--- src/dma_pkg.sv ---
package dma_pkg;

  localparam int DMA_DATA_W     = 32; // memory word
  localparam int DMA_ADDR_W     = 10; // word address, both sides
  localparam int DMA_LEN_W      = 8;  // words per row
  localparam int DMA_REPS_W     = 4;  // rows per job
  localparam int DMA_ID_W       = 4;  // transfer id
  localparam int DMA_FIFO_DEPTH = 4;  // pending jobs

  // --------------------
  // instruction encoding
  // --------------------
  localparam logic [6:0] DMA_OPCODE    = 7'b1011011; // custom-2
  localparam logic [2:0] DMA_F3_ADDR   = 3'b000;     // rs1 src, rs2 dst
  localparam logic [2:0] DMA_F3_LEN    = 3'b001;     // rs1 len, rs2 rows
  localparam logic [2:0] DMA_F3_STRIDE = 3'b010;     // rs1 src stride, rs2 dst stride
  localparam logic [2:0] DMA_F3_START  = 3'b011;     // launch with current config

  // dir | id | src | dst | len | rows | src stride | dst stride
  localparam int DMA_JOB_W = 1 + DMA_ID_W + 4 * DMA_ADDR_W + DMA_LEN_W + DMA_REPS_W;

  // The same 32-bit word is read as an R-type config op or as a START
  // carrying its mode bits in the upper funct7 field.
  typedef union packed {
    struct packed {
      logic [6:0] funct7;
      logic [4:0] rs2;
      logic [4:0] rs1;
      logic [2:0] funct3;
      logic [4:0] rd;
      logic [6:0] opcode;
    } cfg;
    struct packed {
      logic [4:0] rsvd_hi; // 31:27
      logic       nd_en;   // 26, use the rows register
      logic       dir;     // 25, 1 = local to external
      logic [9:0] rsvd_lo; // 24:15
      logic [2:0] funct3;
      logic [4:0] rd;
      logic [6:0] opcode;
    } start;
  } dma_instr_u;

endpackage

--- src/dma_backend.sv ---
`timescale 1ns/1ps

module dma_backend (
  input  logic                           clk_i,
  input  logic                           arst_n_i,
  input  logic                           row_start_i,
  input  logic [dma_pkg::DMA_ADDR_W-1:0] row_src_i,
  input  logic [dma_pkg::DMA_ADDR_W-1:0] row_dst_i,
  input  logic [dma_pkg::DMA_LEN_W-1:0]  row_len_i,
  input  logic [dma_pkg::DMA_DATA_W-1:0] rd_data_i,
  output logic                           rd_req_o,
  output logic [dma_pkg::DMA_ADDR_W-1:0] rd_addr_o,
  output logic                           wr_req_o,
  output logic [dma_pkg::DMA_ADDR_W-1:0] wr_addr_o,
  output logic [dma_pkg::DMA_DATA_W-1:0] wr_data_o,
  output logic                           row_done_o
);
  import dma_pkg::*;

  logic [DMA_LEN_W-1:0]  rd_left_q;  // reads still to issue
  logic [DMA_ADDR_W-1:0] rd_addr_q;
  logic [DMA_ADDR_W-1:0] dst_addr_q; // dst of the next read
  logic [DMA_ADDR_W-1:0] wr_addr_q;  // dst of the word returning now
  logic                  wr_valid_q;
  logic                  wr_last_q;

  // --------------------
  // read side
  // --------------------
  assign rd_req_o  = (rd_left_q != '0);
  assign rd_addr_o = rd_addr_q;

  // write side, data arrives one cycle after its read
  assign wr_req_o   = wr_valid_q;
  assign wr_addr_o  = wr_addr_q;
  assign wr_data_o  = rd_data_i;
  assign row_done_o = wr_valid_q && wr_last_q; // with the last write

  always_ff @(posedge clk_i or negedge arst_n_i) begin
    if (!arst_n_i) begin
      rd_left_q  <= '0;
      wr_valid_q <= 1'b0;
      wr_last_q  <= 1'b0;
    end else begin
      if (row_start_i) begin
        rd_left_q <= row_len_i;
      end else if (rd_req_o) begin
        rd_left_q <= rd_left_q - 1'b1;
      end
      wr_valid_q <= rd_req_o;
      wr_last_q  <= rd_req_o && (rd_left_q == DMA_LEN_W'(1));
    end
  end

  // address counters and write pipe
  always_ff @(posedge clk_i) begin
    if (row_start_i) begin
      rd_addr_q  <= row_src_i;
      dst_addr_q <= row_dst_i;
    end else if (rd_req_o) begin
      rd_addr_q  <= rd_addr_q + 1'b1;
      dst_addr_q <= dst_addr_q + 1'b1;
    end
    wr_addr_q <= dst_addr_q; // travels with the read in flight
  end

endmodule

--- src/dma_ctrl.sv ---
`timescale 1ns/1ps

module dma_ctrl (
  input  logic                           clk_i,
  input  logic                           arst_n_i,
  input  logic                           issue_valid_i,
  input  dma_pkg::dma_instr_u            issue_instr_i,
  input  logic [dma_pkg::DMA_DATA_W-1:0] issue_rs1_i,
  input  logic [dma_pkg::DMA_DATA_W-1:0] issue_rs2_i,
  output logic                           issue_accept_o,
  output logic [dma_pkg::DMA_ID_W-1:0]   issue_id_o,
  output logic                           ext_req_o,
  output logic                           ext_we_o,
  output logic [dma_pkg::DMA_ADDR_W-1:0] ext_addr_o,
  output logic [dma_pkg::DMA_DATA_W-1:0] ext_wdata_o,
  input  logic [dma_pkg::DMA_DATA_W-1:0] ext_rdata_i,
  output logic                           loc_req_o,
  output logic                           loc_we_o,
  output logic [dma_pkg::DMA_ADDR_W-1:0] loc_addr_o,
  output logic [dma_pkg::DMA_DATA_W-1:0] loc_wdata_o,
  input  logic [dma_pkg::DMA_DATA_W-1:0] loc_rdata_i,
  output logic                           start_o,
  output logic                           busy_o,
  output logic                           done_o,
  output logic [dma_pkg::DMA_ID_W-1:0]   done_id_o,
  output logic                           error_o
);
  import dma_pkg::*;

  logic                  push;
  logic [DMA_JOB_W-1:0]  push_job;
  logic                  fifo_full;
  logic                  fifo_not_empty;
  logic [DMA_JOB_W-1:0]  head_job;
  logic                  pop;
  logic                  job_done;
  logic [DMA_ID_W-1:0]   job_id;
  logic                  mid_active;
  logic                  row_start;
  logic [DMA_ADDR_W-1:0] row_src;
  logic [DMA_ADDR_W-1:0] row_dst;
  logic [DMA_LEN_W-1:0]  row_len;
  logic                  row_dir;
  logic                  row_done;
  logic                  rd_req;
  logic [DMA_ADDR_W-1:0] rd_addr;
  logic [DMA_DATA_W-1:0] rd_data;
  logic                  wr_req;
  logic [DMA_ADDR_W-1:0] wr_addr;
  logic [DMA_DATA_W-1:0] wr_data;

  // --------------------
  // control path
  // --------------------
  dma_issue_decoder u_decoder (
    .clk_i          ( clk_i          ),
    .arst_n_i       ( arst_n_i       ),
    .issue_valid_i  ( issue_valid_i  ),
    .issue_instr_i  ( issue_instr_i  ),
    .issue_rs1_i    ( issue_rs1_i    ),
    .issue_rs2_i    ( issue_rs2_i    ),
    .fifo_full_i    ( fifo_full      ),
    .job_done_i     ( job_done       ),
    .issue_accept_o ( issue_accept_o ),
    .issue_id_o     ( issue_id_o     ),
    .error_o        ( error_o        ),
    .push_o         ( push           ),
    .push_job_o     ( push_job       )
  );

  dma_job_fifo u_job_fifo (
    .clk_i       ( clk_i          ),
    .arst_n_i    ( arst_n_i       ),
    .push_i      ( push           ),
    .push_job_i  ( push_job       ),
    .pop_i       ( pop            ),
    .full_o      ( fifo_full      ),
    .not_empty_o ( fifo_not_empty ),
    .head_job_o  ( head_job       )
  );

  dma_nd_midend u_midend (
    .clk_i       ( clk_i          ),
    .arst_n_i    ( arst_n_i       ),
    .not_empty_i ( fifo_not_empty ),
    .head_job_i  ( head_job       ),
    .row_done_i  ( row_done       ),
    .pop_o       ( pop            ),
    .start_o     ( start_o        ),
    .row_start_o ( row_start      ),
    .row_src_o   ( row_src        ),
    .row_dst_o   ( row_dst        ),
    .row_len_o   ( row_len        ),
    .row_dir_o   ( row_dir        ),
    .job_done_o  ( job_done       ),
    .job_id_o    ( job_id         ),
    .active_o    ( mid_active     )
  );

  // --------------------
  // data path
  // --------------------
  dma_backend u_backend (
    .clk_i       ( clk_i     ),
    .arst_n_i    ( arst_n_i  ),
    .row_start_i ( row_start ),
    .row_src_i   ( row_src   ),
    .row_dst_i   ( row_dst   ),
    .row_len_i   ( row_len   ),
    .rd_data_i   ( rd_data   ),
    .rd_req_o    ( rd_req    ),
    .rd_addr_o   ( rd_addr   ),
    .wr_req_o    ( wr_req    ),
    .wr_addr_o   ( wr_addr   ),
    .wr_data_o   ( wr_data   ),
    .row_done_o  ( row_done  )
  );

  // dir 0 reads ext and writes loc, dir 1 the reverse
  assign ext_req_o   = row_dir ? wr_req : rd_req;
  assign ext_we_o    = row_dir && wr_req;  // low while ext is the source
  assign ext_addr_o  = row_dir ? wr_addr : rd_addr;
  assign ext_wdata_o = wr_data;
  assign loc_req_o   = row_dir ? rd_req : wr_req;
  assign loc_we_o    = !row_dir && wr_req; // low while loc is the source
  assign loc_addr_o  = row_dir ? rd_addr : wr_addr;
  assign loc_wdata_o = wr_data;
  assign rd_data     = row_dir ? loc_rdata_i : ext_rdata_i;

  assign busy_o    = fifo_not_empty || mid_active;
  assign done_o    = job_done;
  assign done_id_o = job_id;

endmodule

--- src/dma_issue_decoder.sv ---
`timescale 1ns/1ps

module dma_issue_decoder (
  input  logic                           clk_i,
  input  logic                           arst_n_i,
  input  logic                           issue_valid_i,
  input  dma_pkg::dma_instr_u            issue_instr_i,
  input  logic [dma_pkg::DMA_DATA_W-1:0] issue_rs1_i,
  input  logic [dma_pkg::DMA_DATA_W-1:0] issue_rs2_i,
  input  logic                           fifo_full_i,
  input  logic                           job_done_i,
  output logic                           issue_accept_o,
  output logic [dma_pkg::DMA_ID_W-1:0]   issue_id_o,
  output logic                           error_o,
  output logic                           push_o,
  output logic [dma_pkg::DMA_JOB_W-1:0]  push_job_o
);
  import dma_pkg::*;

  logic                  is_dma;
  logic                  is_cfg;
  logic                  is_start;
  logic                  job_ok;
  logic                  id_room;
  logic [DMA_REPS_W-1:0] rows_eff;

  logic [DMA_ADDR_W-1:0] src_q;
  logic [DMA_ADDR_W-1:0] dst_q;
  logic [DMA_ADDR_W-1:0] src_stride_q;
  logic [DMA_ADDR_W-1:0] dst_stride_q;
  logic [DMA_LEN_W-1:0]  len_q;
  logic [DMA_REPS_W-1:0] rows_q;
  logic [DMA_ID_W-1:0]   next_id_q;
  logic [DMA_ID_W-1:0]   done_id_q;
  logic                  error_q;

  // --------------------
  // decode
  // --------------------
  assign is_dma   = issue_valid_i && (issue_instr_i.cfg.opcode == DMA_OPCODE);
  assign is_cfg   = is_dma && (issue_instr_i.cfg.funct3 inside
                               {DMA_F3_ADDR, DMA_F3_LEN, DMA_F3_STRIDE});
  assign is_start = is_dma && (issue_instr_i.cfg.funct3 == DMA_F3_START);

  assign rows_eff = issue_instr_i.start.nd_en ? rows_q : DMA_REPS_W'(1); // 1-D is one row
  assign job_ok   = (len_q != '0) && (rows_eff != '0);
  assign id_room  = (next_id_q - done_id_q) != '1; // keep outstanding ids distinct

  assign push_o         = is_start && job_ok && !fifo_full_i && id_room;
  assign issue_accept_o = is_cfg || push_o;
  assign issue_id_o     = next_id_q; // id handed back with the accept
  assign error_o        = error_q;

  assign push_job_o = {issue_instr_i.start.dir, next_id_q, src_q, dst_q, len_q, rows_eff,
                       src_stride_q, dst_stride_q};

  // --------------------
  // config registers
  // --------------------
  always_ff @(posedge clk_i or negedge arst_n_i) begin
    if (!arst_n_i) begin
      src_q        <= '0;
      dst_q        <= '0;
      len_q        <= '0;
      rows_q       <= '0;
      src_stride_q <= '0;
      dst_stride_q <= '0;
    end else if (is_cfg) begin
      case (issue_instr_i.cfg.funct3)
        DMA_F3_ADDR: begin
          src_q <= issue_rs1_i[DMA_ADDR_W-1:0];
          dst_q <= issue_rs2_i[DMA_ADDR_W-1:0];
        end
        DMA_F3_LEN: begin
          len_q  <= issue_rs1_i[DMA_LEN_W-1:0];
          rows_q <= issue_rs2_i[DMA_REPS_W-1:0];
        end
        default: begin // stride op
          src_stride_q <= issue_rs1_i[DMA_ADDR_W-1:0];
          dst_stride_q <= issue_rs2_i[DMA_ADDR_W-1:0];
        end
      endcase
    end
  end

  // transfer ids and error flag
  always_ff @(posedge clk_i or negedge arst_n_i) begin
    if (!arst_n_i) begin
      next_id_q <= '0;
      done_id_q <= '0;
      error_q   <= 1'b0;
    end else begin
      error_q <= is_start && !job_ok; // empty job, not a full fifo
      if (push_o) begin
        next_id_q <= next_id_q + 1'b1;
      end
      if (job_done_i) begin
        done_id_q <= done_id_q + 1'b1; // jobs retire in order
      end
    end
  end

endmodule

--- src/dma_job_fifo.sv ---
`timescale 1ns/1ps

module dma_job_fifo #(
  parameter int DEPTH = dma_pkg::DMA_FIFO_DEPTH
) (
  input  logic                          clk_i,
  input  logic                          arst_n_i,
  input  logic                          push_i,
  input  logic [dma_pkg::DMA_JOB_W-1:0] push_job_i,
  input  logic                          pop_i,
  output logic                          full_o,
  output logic                          not_empty_o,
  output logic [dma_pkg::DMA_JOB_W-1:0] head_job_o
);
  import dma_pkg::*;

  logic [DMA_JOB_W-1:0]     mem_q [DEPTH];
  logic [$clog2(DEPTH)-1:0] wr_ptr_q;
  logic [$clog2(DEPTH)-1:0] rd_ptr_q;
  logic [$clog2(DEPTH):0]   count_q;
  logic                     do_push;
  logic                     do_pop;

  assign full_o      = (count_q == DEPTH);
  assign not_empty_o = (count_q != '0);
  assign head_job_o  = mem_q[rd_ptr_q];

  assign do_push = push_i && !full_o;      // push on full is dropped
  assign do_pop  = pop_i && not_empty_o;

  always_ff @(posedge clk_i or negedge arst_n_i) begin
    if (!arst_n_i) begin
      wr_ptr_q <= '0;
      rd_ptr_q <= '0;
      count_q  <= '0;
    end else begin
      if (do_push) begin
        wr_ptr_q <= (wr_ptr_q == DEPTH - 1) ? '0 : wr_ptr_q + 1'b1;
      end
      if (do_pop) begin
        rd_ptr_q <= (rd_ptr_q == DEPTH - 1) ? '0 : rd_ptr_q + 1'b1;
      end
      case ({do_push, do_pop})
        2'b10:   count_q <= count_q + 1'b1;
        2'b01:   count_q <= count_q - 1'b1;
        default: count_q <= count_q; // both or neither
      endcase
    end
  end

  // storage
  always_ff @(posedge clk_i) begin
    if (do_push) begin
      mem_q[wr_ptr_q] <= push_job_i;
    end
  end

endmodule

--- src/dma_nd_midend.sv ---
`timescale 1ns/1ps

module dma_nd_midend (
  input  logic                           clk_i,
  input  logic                           arst_n_i,
  input  logic                           not_empty_i,
  input  logic [dma_pkg::DMA_JOB_W-1:0]  head_job_i,
  input  logic                           row_done_i,
  output logic                           pop_o,
  output logic                           start_o,
  output logic                           row_start_o,
  output logic [dma_pkg::DMA_ADDR_W-1:0] row_src_o,
  output logic [dma_pkg::DMA_ADDR_W-1:0] row_dst_o,
  output logic [dma_pkg::DMA_LEN_W-1:0]  row_len_o,
  output logic                           row_dir_o,
  output logic                           job_done_o,
  output logic [dma_pkg::DMA_ID_W-1:0]   job_id_o,
  output logic                           active_o
);
  import dma_pkg::*;

  // head fields
  logic                  h_dir;
  logic [DMA_ID_W-1:0]   h_id;
  logic [DMA_ADDR_W-1:0] h_src;
  logic [DMA_ADDR_W-1:0] h_dst;
  logic [DMA_LEN_W-1:0]  h_len;
  logic [DMA_REPS_W-1:0] h_rows;
  logic [DMA_ADDR_W-1:0] h_src_stride;
  logic [DMA_ADDR_W-1:0] h_dst_stride;

  logic                  active_q;
  logic                  start_q;
  logic                  row_start_q;
  logic                  job_done_q;
  logic [DMA_REPS_W-1:0] rows_left_q;
  logic                  last_row;

  logic                  dir_q;
  logic [DMA_ID_W-1:0]   id_q;
  logic [DMA_LEN_W-1:0]  len_q;
  logic [DMA_ADDR_W-1:0] src_q;
  logic [DMA_ADDR_W-1:0] dst_q;
  logic [DMA_ADDR_W-1:0] src_stride_q;
  logic [DMA_ADDR_W-1:0] dst_stride_q;

  assign {h_dir, h_id, h_src, h_dst, h_len, h_rows, h_src_stride, h_dst_stride} = head_job_i;

  assign pop_o    = !active_q && not_empty_i; // take a job only when idle
  assign last_row = (rows_left_q == DMA_REPS_W'(1));

  assign start_o     = start_q;
  assign row_start_o = row_start_q;
  assign row_src_o   = src_q;
  assign row_dst_o   = dst_q;
  assign row_len_o   = len_q;
  assign row_dir_o   = dir_q;
  assign job_done_o  = job_done_q;
  assign job_id_o    = id_q; // still the old id in the done cycle
  assign active_o    = active_q;

  always_ff @(posedge clk_i or negedge arst_n_i) begin
    if (!arst_n_i) begin
      active_q    <= 1'b0;
      start_q     <= 1'b0;
      row_start_q <= 1'b0;
      job_done_q  <= 1'b0;
      rows_left_q <= '0;
    end else begin
      start_q     <= pop_o;
      row_start_q <= pop_o || (row_done_i && !last_row); // first row, then one per done
      job_done_q  <= row_done_i && last_row;
      if (pop_o) begin
        active_q    <= 1'b1;
        rows_left_q <= h_rows;
      end else if (row_done_i) begin
        rows_left_q <= rows_left_q - 1'b1;
        if (last_row) begin
          active_q <= 1'b0;
        end
      end
    end
  end

  // job payload and running row addresses
  always_ff @(posedge clk_i) begin
    if (pop_o) begin
      dir_q        <= h_dir;
      id_q         <= h_id;
      len_q        <= h_len;
      src_q        <= h_src;
      dst_q        <= h_dst;
      src_stride_q <= h_src_stride;
      dst_stride_q <= h_dst_stride;
    end else if (row_done_i && !last_row) begin
      src_q <= src_q + src_stride_q; // next row base
      dst_q <= dst_q + dst_stride_q;
    end
  end

endmodule

--- config.mk ---
export PLATFORM = sky130hd
export DESIGN_NAME = dma_ctrl
export DESIGN_NICKNAME = d
export VERILOG_FILES = /design/src/dma_pkg.sv /design/src/dma_backend.sv /design/src/dma_ctrl.sv /design/src/dma_issue_decoder.sv /design/src/dma_job_fifo.sv /design/src/dma_nd_midend.sv
export SDC_FILE = /design/constraint.sdc
export NUM_CORES = 1
export LEC_CHECK = 0
export BUFFER_PORTS_ARGS = -buffer_cell sky130_fd_sc_hd__buf_2
export CORE_MARGIN = 2
export CORE_UTILIZATION = 61
export DETAILED_ROUTE_END_ITERATION = 10
export PLACE_DENSITY = 0.94
export SLEW_MARGIN = 20
export SYNTH_ARGS = -nofsm -noshare
export SYNTH_HDL_FRONTEND = slang
export SYNTH_SLANG_ARGS = --single-unit
export TNS_END_PERCENT = 1
--- constraint.sdc ---
create_clock -name clk_i -period 10.6 [get_ports clk_i]
set_input_delay 0.53 -clock clk_i [delete_from_list [all_inputs] [get_ports clk_i]]
set_output_delay 0.53 -clock clk_i [all_outputs]
set_load 0.05 [all_outputs]
==> results of run 1 <==
## cells by family after synthesis
kind of cell / after synthesis
multiplexers: 168
flip-flops: 397
XOR/XNOR: 45
AND/OR/NAND/NOR: 161
AO/OA/AOI/OAI: 104
adder cells (fa/ha/maj): 39
buffers and inverters: 103
## power by group through the flow
stage | Combinational [mW] | Clock [mW] | Sequential (mW)
6_report | 0.865 | 1.45 | 1.94
5_1_grt | 0.924 | 1.52 | 1.95
4_1_cts | 0.869 | 1.46 | 1.94
3_5_place_dp | 0.849 | 0 | 1.97
3_3_place_gp | 0.820 | 0 | 1.96
2_1_floorplan | 0.691 | 0 | 1.90
## cell usage in the layout, fill, tap and decap left out, drive strengths merged, types with 8 or more instances in the layout
cell    count
dfxtp      10
clkbuf     47
edfxtp    301
nor2       35
buf       212
a21o        8
nand2      58
nor2b      10
mux4       57
o21ai      38
dfrtp      86
nand3      13
nor3        8
xnor2      26
xor2       19
mux2      109
clkinv     13
a21oi      25
ha         35
inv        32
## per-layer routing
layer  up-vias  global-route usage  wire length (um)
met3       108             0.04744              3237
li1       4208                   -                 -
met5         -                   0                13
met1      4820              0.3386             14370
met4         2              0.1085              1595
met2       615              0.4920             20530
## worst max-delay path: stages, from the launching register on
cell,delay (ns)
dfrtp_1,0.48
inv_1,0.11
ha_1,0.16
inv_1,0.05
fa_1,0.37
xnor2_1,0.14
nor3b_1,0.27
nand3b_1,0.26
nand2_1,0.16
a31oi_1,0.09
buf_2,0.21
## registers in the layout (all words and copies together) (netlist names), 10 cells and up
register / cells
u_decoder.dst_stride_q: 10
u_backend.dst_addr_q: 10
u_job_fifo.mem_q: 228
u_midend.row_src_o: 10
u_decoder.src_stride_q: 10
u_backend.rd_addr_o: 10
u_midend.src_stride_q: 10
u_decoder.src_q: 10
u_decoder.dst_q: 10
u_midend.row_dst_o: 10
u_backend.wr_addr_o: 10
u_midend.dst_stride_q: 10
## final timing paths
kind,start,endpoint,slack (ns),depth (start not counted)
worst min register to register,u_backend.dst_addr_q[8],u_backend.wr_addr_o[8],0.43,0
worst max register to register,u_decoder.issue_id_o[0],u_job_fifo.count_q[2],7.26,14
worst max-delay path,u_decoder.issue_id_o[0],issue_accept_o,7.24,10
worst min-delay path,arst_n_i,u_decoder.done_id_q[3],-0.02,1
min in group clk_i,issue_instr_i[25],u_job_fifo.mem_q[2][56],0.23,1
max in group asynchronous,arst_n_i,u_job_fifo.rd_ptr_q[0],9.47,2
## cell usage after synthesis (13+ instances only)
cell type  number  area, um2
a21oi_1        25      125.1
buf_2          15      75.07
buf_4          37      277.8
clkbuf_1       15      56.30
dfrtp_1        86       2152
edfxtp_1      301       9039
ha_1           35      437.9
inv_1          30      112.6
mux2_2        106       1194
mux4_2         57       1284
nand2_1        58      217.7
nand3_1        13      65.06
nor2_1         35      131.4
o21ai_0        38      190.2
xnor2_1        26      227.7
xor2_1         19      166.4
## final cells by class
cell class                      instances  share of cell area
Antenna cell                            1           0.0001295
Clock inverter                         22             0.01502
Sequential cell                       397              0.5898
Tap cell                              341             0.02208
Multi-Input combinational cell        517              0.2563
Inverter                               30            0.005828
Timing Repair Buffer                  212             0.05672
Clock buffer                           47             0.05413
## metrics by stage
step	std cells	hold slack, ns	cell area, um2	util
after global placement	1497	0.4043	17980	0.6654
after floorplan	1017	0.2344	16850	-
final	1567	-0.01603	19320	0.7150
after CTS	1566	0.008033	19320	0.7149
after detailed placement	1497	0.4083	17980	0.6654
after global routing	1567	0.03867	19320	0.7150
==> summary.md, run 1 <==
TritonCTS built the clock tree. The final layout contains 1,398 nets. For the total core area, the log shows 0.02703 mm2. The tools report the total power as 4.252 mW. Counting every sink on the clock net gives 397.

The routed design could run at a clock period as short as 3.355 ns. Setup repair after global routing left no endpoint under its margin. The simple logic cell fraction of the synthesized area came out at 0.04760. The combinational share of power came out at 0.204.

The first TritonRoute pass finished after 5 iterations. The number of pins exceeding their max-slew limit in the final report is 0, and the TritonCTS buffer count is 38. Post-synthesis xor/xnor area fraction: 0.02339. The critical path endpoint category is an output port. The logs give 2.83 ns for the worst endpoint data arrival time and 0.004952 mm2 for the area of the multi-input gates. Setup violations remaining at the end of the flow were counted as 0. The tools report the initial core utilization as 0.6234. Vertical die dimension: 170.2 um. For the sequential-to-total area share from yosys stat, the log shows 0.6761. The proportion of power drawn by flip-flops and latches was 0.455; the count of mapped cells out of synthesis was 1,017. For this design the ratio of total power to cell area is 220.0 mW/mm2. The mean routed wirelength per cell works out to 25.36 um. The tools report the first-pass GRT wire length as 59.20 mm.

The number of antenna violations at the first check in global routing was 3; the number of distinct standard cells referenced by the synthesized netlist was 51. The post-synthesis area per instance came out at 16.57 um2. By startpoint and endpoint, the worst setup path is classified as flip-flop to output port. The synthesized design contains 301 enable-type register cells. Setup slack closes at 7.245 ns.

Proportion of synthesized area in mux cells: 0.1509. The switching power share of the total was 0.2890. The root buffer cell was clkbuf_16. The max-capacitance violation count was 0; the total number of H-tree levels was 2. The tools report the required time of the worst setup path as 10.07 ns.

The die is 170.2 um wide. The logs give 0.02317 ns for the setup clock skew after layout and 9,753 for the total vias in the final route. Compared with the post-synthesis result, the final layout area differs by 14.69%. The checks that failed: hold timing. The total area of sequential cells was 0.01140 mm2; the area fraction in compound gates after synthesis was 0.03892.

The number of endpoints with negative hold slack in the final report is 7, and the achievable clock frequency is 298.0 MHz. Kind of launch point of the worst setup path: a flip-flop. The largest net degree at the start of global routing came out at 59.

The overall track demand over capacity in global routing is 0.2763. The fraction of synthesis flops using an asynchronous set or reset pin works out to 0.2166. Buffers inserted to repair hold after CTS numbered 0.

The filler cell count in the final layout was 1,504. Headroom to the max-slew limit: 0.3845. The total overflow left after global routing is 0.

The tools report the setup TNS as 0 ns. The layout cell share with drive strength beyond 1 was 0.3698. Of all nets on the critical path, the largest fanout is 9. After clock tree synthesis, the setup repair step added 0 buffers.

The combinational family with the most area after synthesis was multiplexers. Counting along the longest clock path gives a buffer depth of 3. The final estimated routing congestion in global placement was 0.8058.

The tools report the die area as 0.02896 mm2. For this run, design rule violations remaining after detail routing come to 0. For the pin with the worst max-slew slack, the measured transition is 0.9233 ns. The min-delay analysis places its worst path in the category primary input to asynchronous set/reset pin. In this run the cell area of the synthesized design comes to 0.01685 mm2. The fraction of the mapped netlist area in adder cells works out to 0.03075. Internal power comes to 3.023 mW. The post-synthesis sequential element count was 397; the clock share of power was 0.341.

The logs give 925 for the starting DRC count in detailed routing and 1,219 for the synthesized net count. At the later pin of the worst-skew pair, clock insertion delay measures 0.53 ns. For the post-cts resize count, the log shows 0.

For this design the total switching power over the nets is 1.229 mW. The maximum ir drop on the vdd rail is 0.0001511 V, and the post-route worst hold slack is -0.01603 ns. The number of placement rows came out at 60.

The prevailing post-synth register cell was edfxtp_1. The flow ran to the end, but the final reports show violations. During synthesis, Yosys emitted a total of 0 warnings. The final period utilization came out at 0.3165.

The logs give 9,946 for the via count of the first global-routing pass and 23.20 mm for the detailed placement HPWL. In the routed layout, each cell is associated on average with a via count of 6.224. For this design the static power due to leakage is 7.752 nW. The final layout contains routed wiring with a total length of 39.75 mm. The count of boundary I/O pins was 264; the quantity of I/O buffers inserted on ports was 199.

At the placement stage, the worst setup path has a slack of 7.449 ns. The post-detailed-route count of antenna-violating nets is 0, and the post-CTS clock slew at the launch and capture registers of the worst setup and hold paths is 0.07 ns.
Note: power is estimated with default switching activity, not from simulation.
==> run 2, diff against run 1 <==
CORE_UTILIZATION = 57   (was 61)
PLACE_DENSITY = 0.89   (was 0.94)
clock period = 3.15 ns   (was 10.6 ns; I/O delays follow)
==> run 2 against run 1 <==
  * The run now ends clean
  * Critical path type is now flip-flop to flip-flop
  * Clock-buffer cell count rose by 8
  * Non-clock buffer count up 34
  * Hold slack improved by 0.036 ns
  * Largest cell class unchanged
  * Utilization is 3.4 points lower
  * Final cell count is 5.0% higher
  * Sequential power rose to 3.4 times the previous value
  * Register-to-register slack got worse by 6.9 ns
  * Wire length shrank 5.4%
==> summary.md, run 2 (synthesis results as in run 1) <==
The logs give 0 for the post-cts resize count and 0.3880 for the headroom to the max-slew limit. The tools report the TritonCTS buffer count as 38. The vertical die dimension is 175.9 um. Along the worst path, the maximum fanout reaches 4.

The overall track demand over capacity in global routing is 0.2470, and the via count of the first global-routing pass is 9,894. The mean routed wirelength per cell works out to 22.86 um. The clock reaches the later pin of the worst-skew pair after 0.55 ns. The worst-case IR drop observed on VDD is 0.0004030 V. The total core area is 0.02894 mm2. The top cell types in the final layout, fill and taps aside, are 301 x edfxtp_1, 198 x buf_2, 106 x mux2_2. Fill cells in the final layout number 1,838.

The class of the most critical hold timing path was primary input to flip-flop. Counting every sink on the clock net gives 397. At the worst endpoint, the required time is 3.62 ns. Detailed routing inserted a total of 9,673 vias. For the detailed placement HPWL, the log shows 24.40 mm. After detailed routing, the number of remaining DRC violations is 0. Setup violations remaining at the end of the flow were counted as 0. The largest net degree at the start of global routing came out at 60. The area overhead of the layout relative to synthesis is 16.91%. Power spread over the standard cell area amounts to 717.2 mW/mm2. The slew at the pin with the worst max-slew slack is 0.9180 ns. The quantity of I/O buffers inserted on ports is 199, and the maximum clock path buffer count is 3. For the number of pins exceeding their max-slew limit in the final report, the log shows 0. The routed design has 37.60 mm of wire. Adding up every negative setup slack in the final design gives 0 ns. STA classifies the critical path endpoint as a flip-flop. The tools report the utilization after layout as 0.6807. The largest register by flop count is u_job_fifo.mem_q.

Layout cell share with drive strength beyond 1: 0.3675. The final period utilization is 0.8851. In this run the remaining antenna-violating nets after routing total 0. For the total number of H-tree levels, the log shows 2. The tools report the number of placement rows as 62. The post-CTS clock slew at the launch and capture registers of the worst setup and hold paths came out at 0.07 ns.

The total overflow left after global routing is 0. The number of flip-flops under the largest register name was 228. 264 I/O pins were placed. The launch point of the critical path was u_decoder.issue_id_o[0].

The time the worst path needs with I/O delays and setup was 2.788 ns; the number of endpoints with negative hold slack in the final report was 0. The first routing iteration left 718 violations. The first global-routing pass estimated 57.10 mm of wire. Leaving out fill and tap cells, the most frequent cell in the layout is edfxtp_1. In this run the static leakage power is 7.865 nW. The run finished with clean final reports. At the end of the flow, the number of nets in the layout was 1,432.

The tools report the worst endpoint data arrival time as 3.26 ns. The detail-routed via count per cell came out at 5.880. The critical path in this run is classified as flip-flop to flip-flop. The max-capacitance violation count was 0. The die covers 0.03095 mm2. On the final layout, the worst clock skew is 0.02789 ns.

At the end of routability-driven placement, the weighted congestion stood at 0.7929. The startpoint identified for the worst register-to-register timing path is u_decoder.issue_id_o[0]. Based on the critical path, the design can be clocked at up to 358.7 MHz. For the number of antenna violations at the first check in global routing, the log shows 2. Setup repair after global routing left no endpoint under its margin. Summing internal, switching and leakage power gives 14.13 mW.

The number of search-and-repair iterations in the first detailed-routing pass is 6, and the width of the die is 175.9 um. Post-route worst hold slack: 0.02010 ns. TritonCTS built the clock tree.

The worst hold path begins at issue_instr_i[13]. Initial core utilization: 0.5822. In this run the clock root is driven by a clkbuf_16. Kind of launch point of the worst setup path: a flip-flop.
[run 2: changes by cell type in the layout (fill, tap and decap cells not counted), sizes merged]
cell,previous run,this run
dlygate4sd3,0,22
buf,212,224
clkinvlp,0,3
clkinv,13,6
bufinv,7,4
clkbuf,47,55
[run 2: path summary, 6_finish.rpt]
check,endpoint,slack (ns),cells after the start
max reg2reg,u_job_fifo.count_q[2],0.36,14
min,u_decoder.error_o,0.02,3
max,u_job_fifo.count_q[2],0.36,14
max in group asynchronous,u_decoder.dst_stride_q[6],2.09,3
min reg2reg,u_backend.wr_addr_o[8],0.43,0
min in group asynchronous,u_decoder.issue_id_o[2],0.25,2
[run 2: critical path: stages, from the launching register on]
cell	delay (ns)
dfrtp_1	0.38
inv_1	0.06
ha_1	0.15
inv_1	0.05
fa_1	0.38
xnor2_1	0.14
nor3b_1	0.17
nand3b_1	0.20
nand3b_4	0.13
ha_1	0.19
inv_1	0.07
fa_1	0.37
xor2_1	0.15
nor2_1	0.12
xor2_1	0.15
[run 2: per-stage QoR]
stage / std cells / setup WS (ns) / instance area (um2)
finish: 1645 / 0.3619 / 19700
floorplan: 1017 / -0.4037 / 16860
CTS: 1644 / 0.3488 / 19690
global route: 1645 / 0.1603 / 19700
global placement: 1552 / 0.4476 / 18190
detailed placement: 1552 / 0.3750 / 18190
[run 2: cell type report]
type / count / area, um2 / area share
clock buffers: 55 / 1085 / 0.05508
flip-flops and latches: 397 / 11400 / 0.5786
diodes: 1 / 2.502 / 0.0001270
repair buffers: 246 / 1469 / 0.07458
inverters: 30 / 112.6 / 0.005717
well taps: 384 / 480.5 / 0.02439
multi-input cells: 517 / 4952 / 0.2514
clock inverters: 15 / 198.9 / 0.01010
[run 2: report_power, final]
part | switching, mW | internal [mW] | total [mW]
sequential | 0.440 | 6.08 | 6.52
combinational | 1.73 | 1.21 | 2.94
clock | 1.93 | 2.74 | 4.67
total | 4.10 | 10.0 | 14.1
[run 2: routing by layer]
layer | GRT usage | vias to the layer above | wire, um
met4 | 0.08023 | 0 | 923
met5 | 0 | - | 0
met1 | 0.3044 | 4874 | 13980
met3 | 0.04805 | 62 | 3079
met2 | 0.4409 | 492 | 19620
li1 | - | 4245 | -
[run 2: timing repair]
action | in CTS | in global routing
buffers inserted | 0 | 0
hold buffers | 22 | 0
hold endpoints to repair | 113 | 0
endpoints found under the setup margin | 0 | 0
==> run 3, diff against run 2 <==
CORE_ASPECT_RATIO = 0.9   (was unset)
==> run 3 against run 2 <==
  * Via count rose by 3.0%
  * Power rose by 1.6%
  * Register-to-register slack got worse by 0.25 ns
  * Combinational power rose by 3%
  * Final area rose by 0.44%
  * Critical path depth did not move
  * Worst setup slack got worse by 0.25 ns
  * Wire length rose by 9.7%
  * Largest power group unchanged
==> summary.md, run 3 (synthesis results as in run 1) <==
The run finished with clean final reports. Final period utilization: 0.9653. In the final timing run, aggregate negative setup slack is 0 ns. Measured along the y axis, the die boundary spans 167.1 um. Traced cell by cell, the critical path runs through inv_1 -> ha_2 -> inv_1 -> fa_2 -> xnor2_2 -> nor3b_2 -> nand3b_1 -> nand3b_4 -> ha_4 -> inv_1 -> fa_2 -> xor2_1 -> nor2_1 -> xor2_1. The count of nets left with antenna violations once routing finished came out at 0.

In this run the horizontal extent of the chip is 185.2 um. Total number of H-tree levels: 2. TritonCTS built the clock tree. In the layout the commonest cells are 301 x edfxtp_1, 198 x buf_2, 106 x mux2_2.

The clock insertion delay at the later pin of the skew report came out at 0.54 ns. Critical path class: flip-flop to flip-flop. The logs give 0.331 for the clock share of power and 3 for the number of antenna violations at the first check in global routing. On the worst path, the slowest cell contributes a delay of 0.39 ns. STA classifies the critical path endpoint as a flip-flop. Maximum ir drop on the vdd rail: 0.0004138 V.

Buffers placed on the I/O ports in this run total 199. The combinational share of power is 0.212, and the total power is 14.35 mW. The floorplan step defined a core boundary enclosing 0.02901 mm2. After the last flow step, the layout net total stands at 1,431. The switching power share of the total was 0.2969. Setup repair after global routing left no endpoint under its margin.

The initial core utilization is 0.5807. The area overhead of the layout relative to synthesis came out at 17.42%. For this run, the detailed router's first-pass iteration total came to 5. Once detailed placement completed, the half-perimeter wirelength came to 25.36 mm. Counting flops per register, the top entry is u_job_fifo.mem_q. Final estimated routing congestion in global placement: 0.7692. At the worst endpoint, the required time is 3.60 ns.

Buffers inserted during clock tree synthesis total 39. The total vias in the final route is 9,964. The clock net in this run drives a total of 397 sinks. For this block, the routed nets add up to 41.27 mm of wire.

At the placement stage, the worst setup path has a slack of 0.2373 ns. The tools report the worst endpoint data arrival time as 3.49 ns. Setup violations remaining at the end of the flow were counted as 0.

The worst path in the final design needs a cycle of 3.041 ns, including I/O delays and setup. The detail-routed via count per cell is 6.013. The overall track demand over capacity in global routing came out at 0.2690. The most common cell after layout, fill and taps aside was edfxtp_1.

The proportion of power drawn by flip-flops and latches is 0.457. The run gives 9,883 as the via count of the first global-routing pass. In this run the power density over the cells is 725.2 mW/mm2. The run gives 1,657 as the count of placed standard cells in the final layout, fillers left out.

The most repeated library cell on the critical path was inv_1. The slew at the pin with the worst max-slew slack was 1.039 ns; the detailed-route DRC error count was 0. In the final routed layout, each cell accounts on average for 24.91 um. Summed over all cells, the static leakage comes to 7.887 nW. The slowest cell on the critical path was dfrtp_1.

Max-cap violations in this run came to 0. Reported net switching power: 4.260 mW. The count of boundary I/O pins is 264, and the number of placed cells counting well taps is 1,560.

Headroom to the max-slew limit: 0.3028. The first-pass GRT wire length was 61.07 mm. The tree is rooted in a clkbuf_16.

In this run the deepest clock path goes through 3 buffers. For the setup clock skew after layout, the log shows 0.02155 ns. The layout cell share with drive strength beyond 1 works out to 0.3752. Number of endpoints with negative hold slack in the final report: 0. Entering global routing, the biggest net connects 59 pins. The register with the most flip-flops in the layout has 228 of them. The starting DRC count in detailed routing is 919, and the post-CTS clock slew at the launch and capture registers of the worst setup and hold paths is 0.06 ns. The cell-internal power is 10.09 mW, and the number of placement rows is 59. Along the worst path, the maximum fanout reaches 2. Summed over all layers, the global routing overflow is 0. For the achievable clock frequency, the log shows 328.9 MHz. The worst setup path is launched from a flip-flop. The run gives 0 as the number of pins exceeding their max-slew limit in the final report. The post-route worst setup slack was 0.1094 ns; the die area was 0.03095 mm2. The class of the most critical hold timing path is primary input to flip-flop.
==> run 3: changes by cell type in the layout (fill, tap and decap cells not counted), moves of 2 or more <==
cell and delta:
diode_2 +2, fa_1 -2, buf_4 -4, clkinv_2 +6, clkbuf_16 +2, clkbuf_1 -4, fa_2 +2, clkbuf_8 -3
buf_12 +2, ha_1 -2
==> run 3: timing repair <==
item	CTS	global route
hold endpoints to repair	103	0
buffers inserted	1	1
resized for setup	0	7
pin swaps	1	4
endpoints found under the setup margin	1	3
hold buffers	22	0
==> run 3: area by class of cell <==
| cell class | instances | area, um2 |
|---|---|---|
| Tap cell | 396 | 495.5 |
| Multi-Input combinational cell | 517 | 4985 |
| Inverter | 30 | 112.6 |
| Clock inverter | 20 | 229.0 |
| Antenna cell | 3 | 7.507 |
| Clock buffer | 50 | 1079 |
| Fill cell | 1769 | 9229 |
| Timing Repair Buffer | 244 | 1479 |
| Sequential cell | 397 | 11400 |
==> run 3: routing by layer <==
layer	GRT usage	vias up	part of all wire
met4	0.1194	0	0.043
met3	0.04197	115	0.082
met1	0.3360	4956	0.36
met2	0.4659	641	0.51
met5	0	-	0
li1	-	4252	-
==> run 3: power by group through the flow <==
stage                     Clock [mW]  Sequential, mW  Combinational (mW)
after global routing            4.97            6.61                3.23
after global placement             0            6.62                2.82
final                           4.75            6.56                3.03
after CTS                       4.79            6.56                3.01
after detailed placement           0            6.65                2.92
after floorplan                    0            6.41                2.33
==> run 3: worst max-delay path: cells and delay by family (launching register included) <==
kind          cells  cell delay [ns]
simple gates      4             0.75
flops             1             0.39
xor+xnor          3             0.52
buf+inv           3             0.22
fa+ha+maj         4             1.08
==> run 3: worst paths after layout <==
kind / startpoint / end / slack, ns / cells after the start
setup / recovery: u_decoder.issue_id_o[0] / u_job_fifo.count_q[2] / 0.11 / 14
hold / removal: issue_instr_i[26] / u_job_fifo.mem_q[2][20] / 0.05 / 2
setup reg to reg: u_decoder.issue_id_o[0] / u_job_fifo.count_q[2] / 0.11 / 14
hold reg to reg: u_backend.dst_addr_q[9] / u_backend.wr_addr_o[9] / 0.41 / 0
max in group asynchronous: arst_n_i / u_backend.rd_left_q[0] / 2.26 / 3
min in group asynchronous: arst_n_i / u_decoder.issue_id_o[1] / 0.21 / 2
==> run 3: per-stage QoR <==
stage,area [um2],util,hold slack (ns)
finish,19780,0.6819,0.05238
global route,19780,0.6819,0.07318
CTS,19740,0.6803,0.03339
global placement,18200,0.6273,0.2248
detailed placement,18200,0.6273,0.2355
floorplan,16860,-,-0.1381
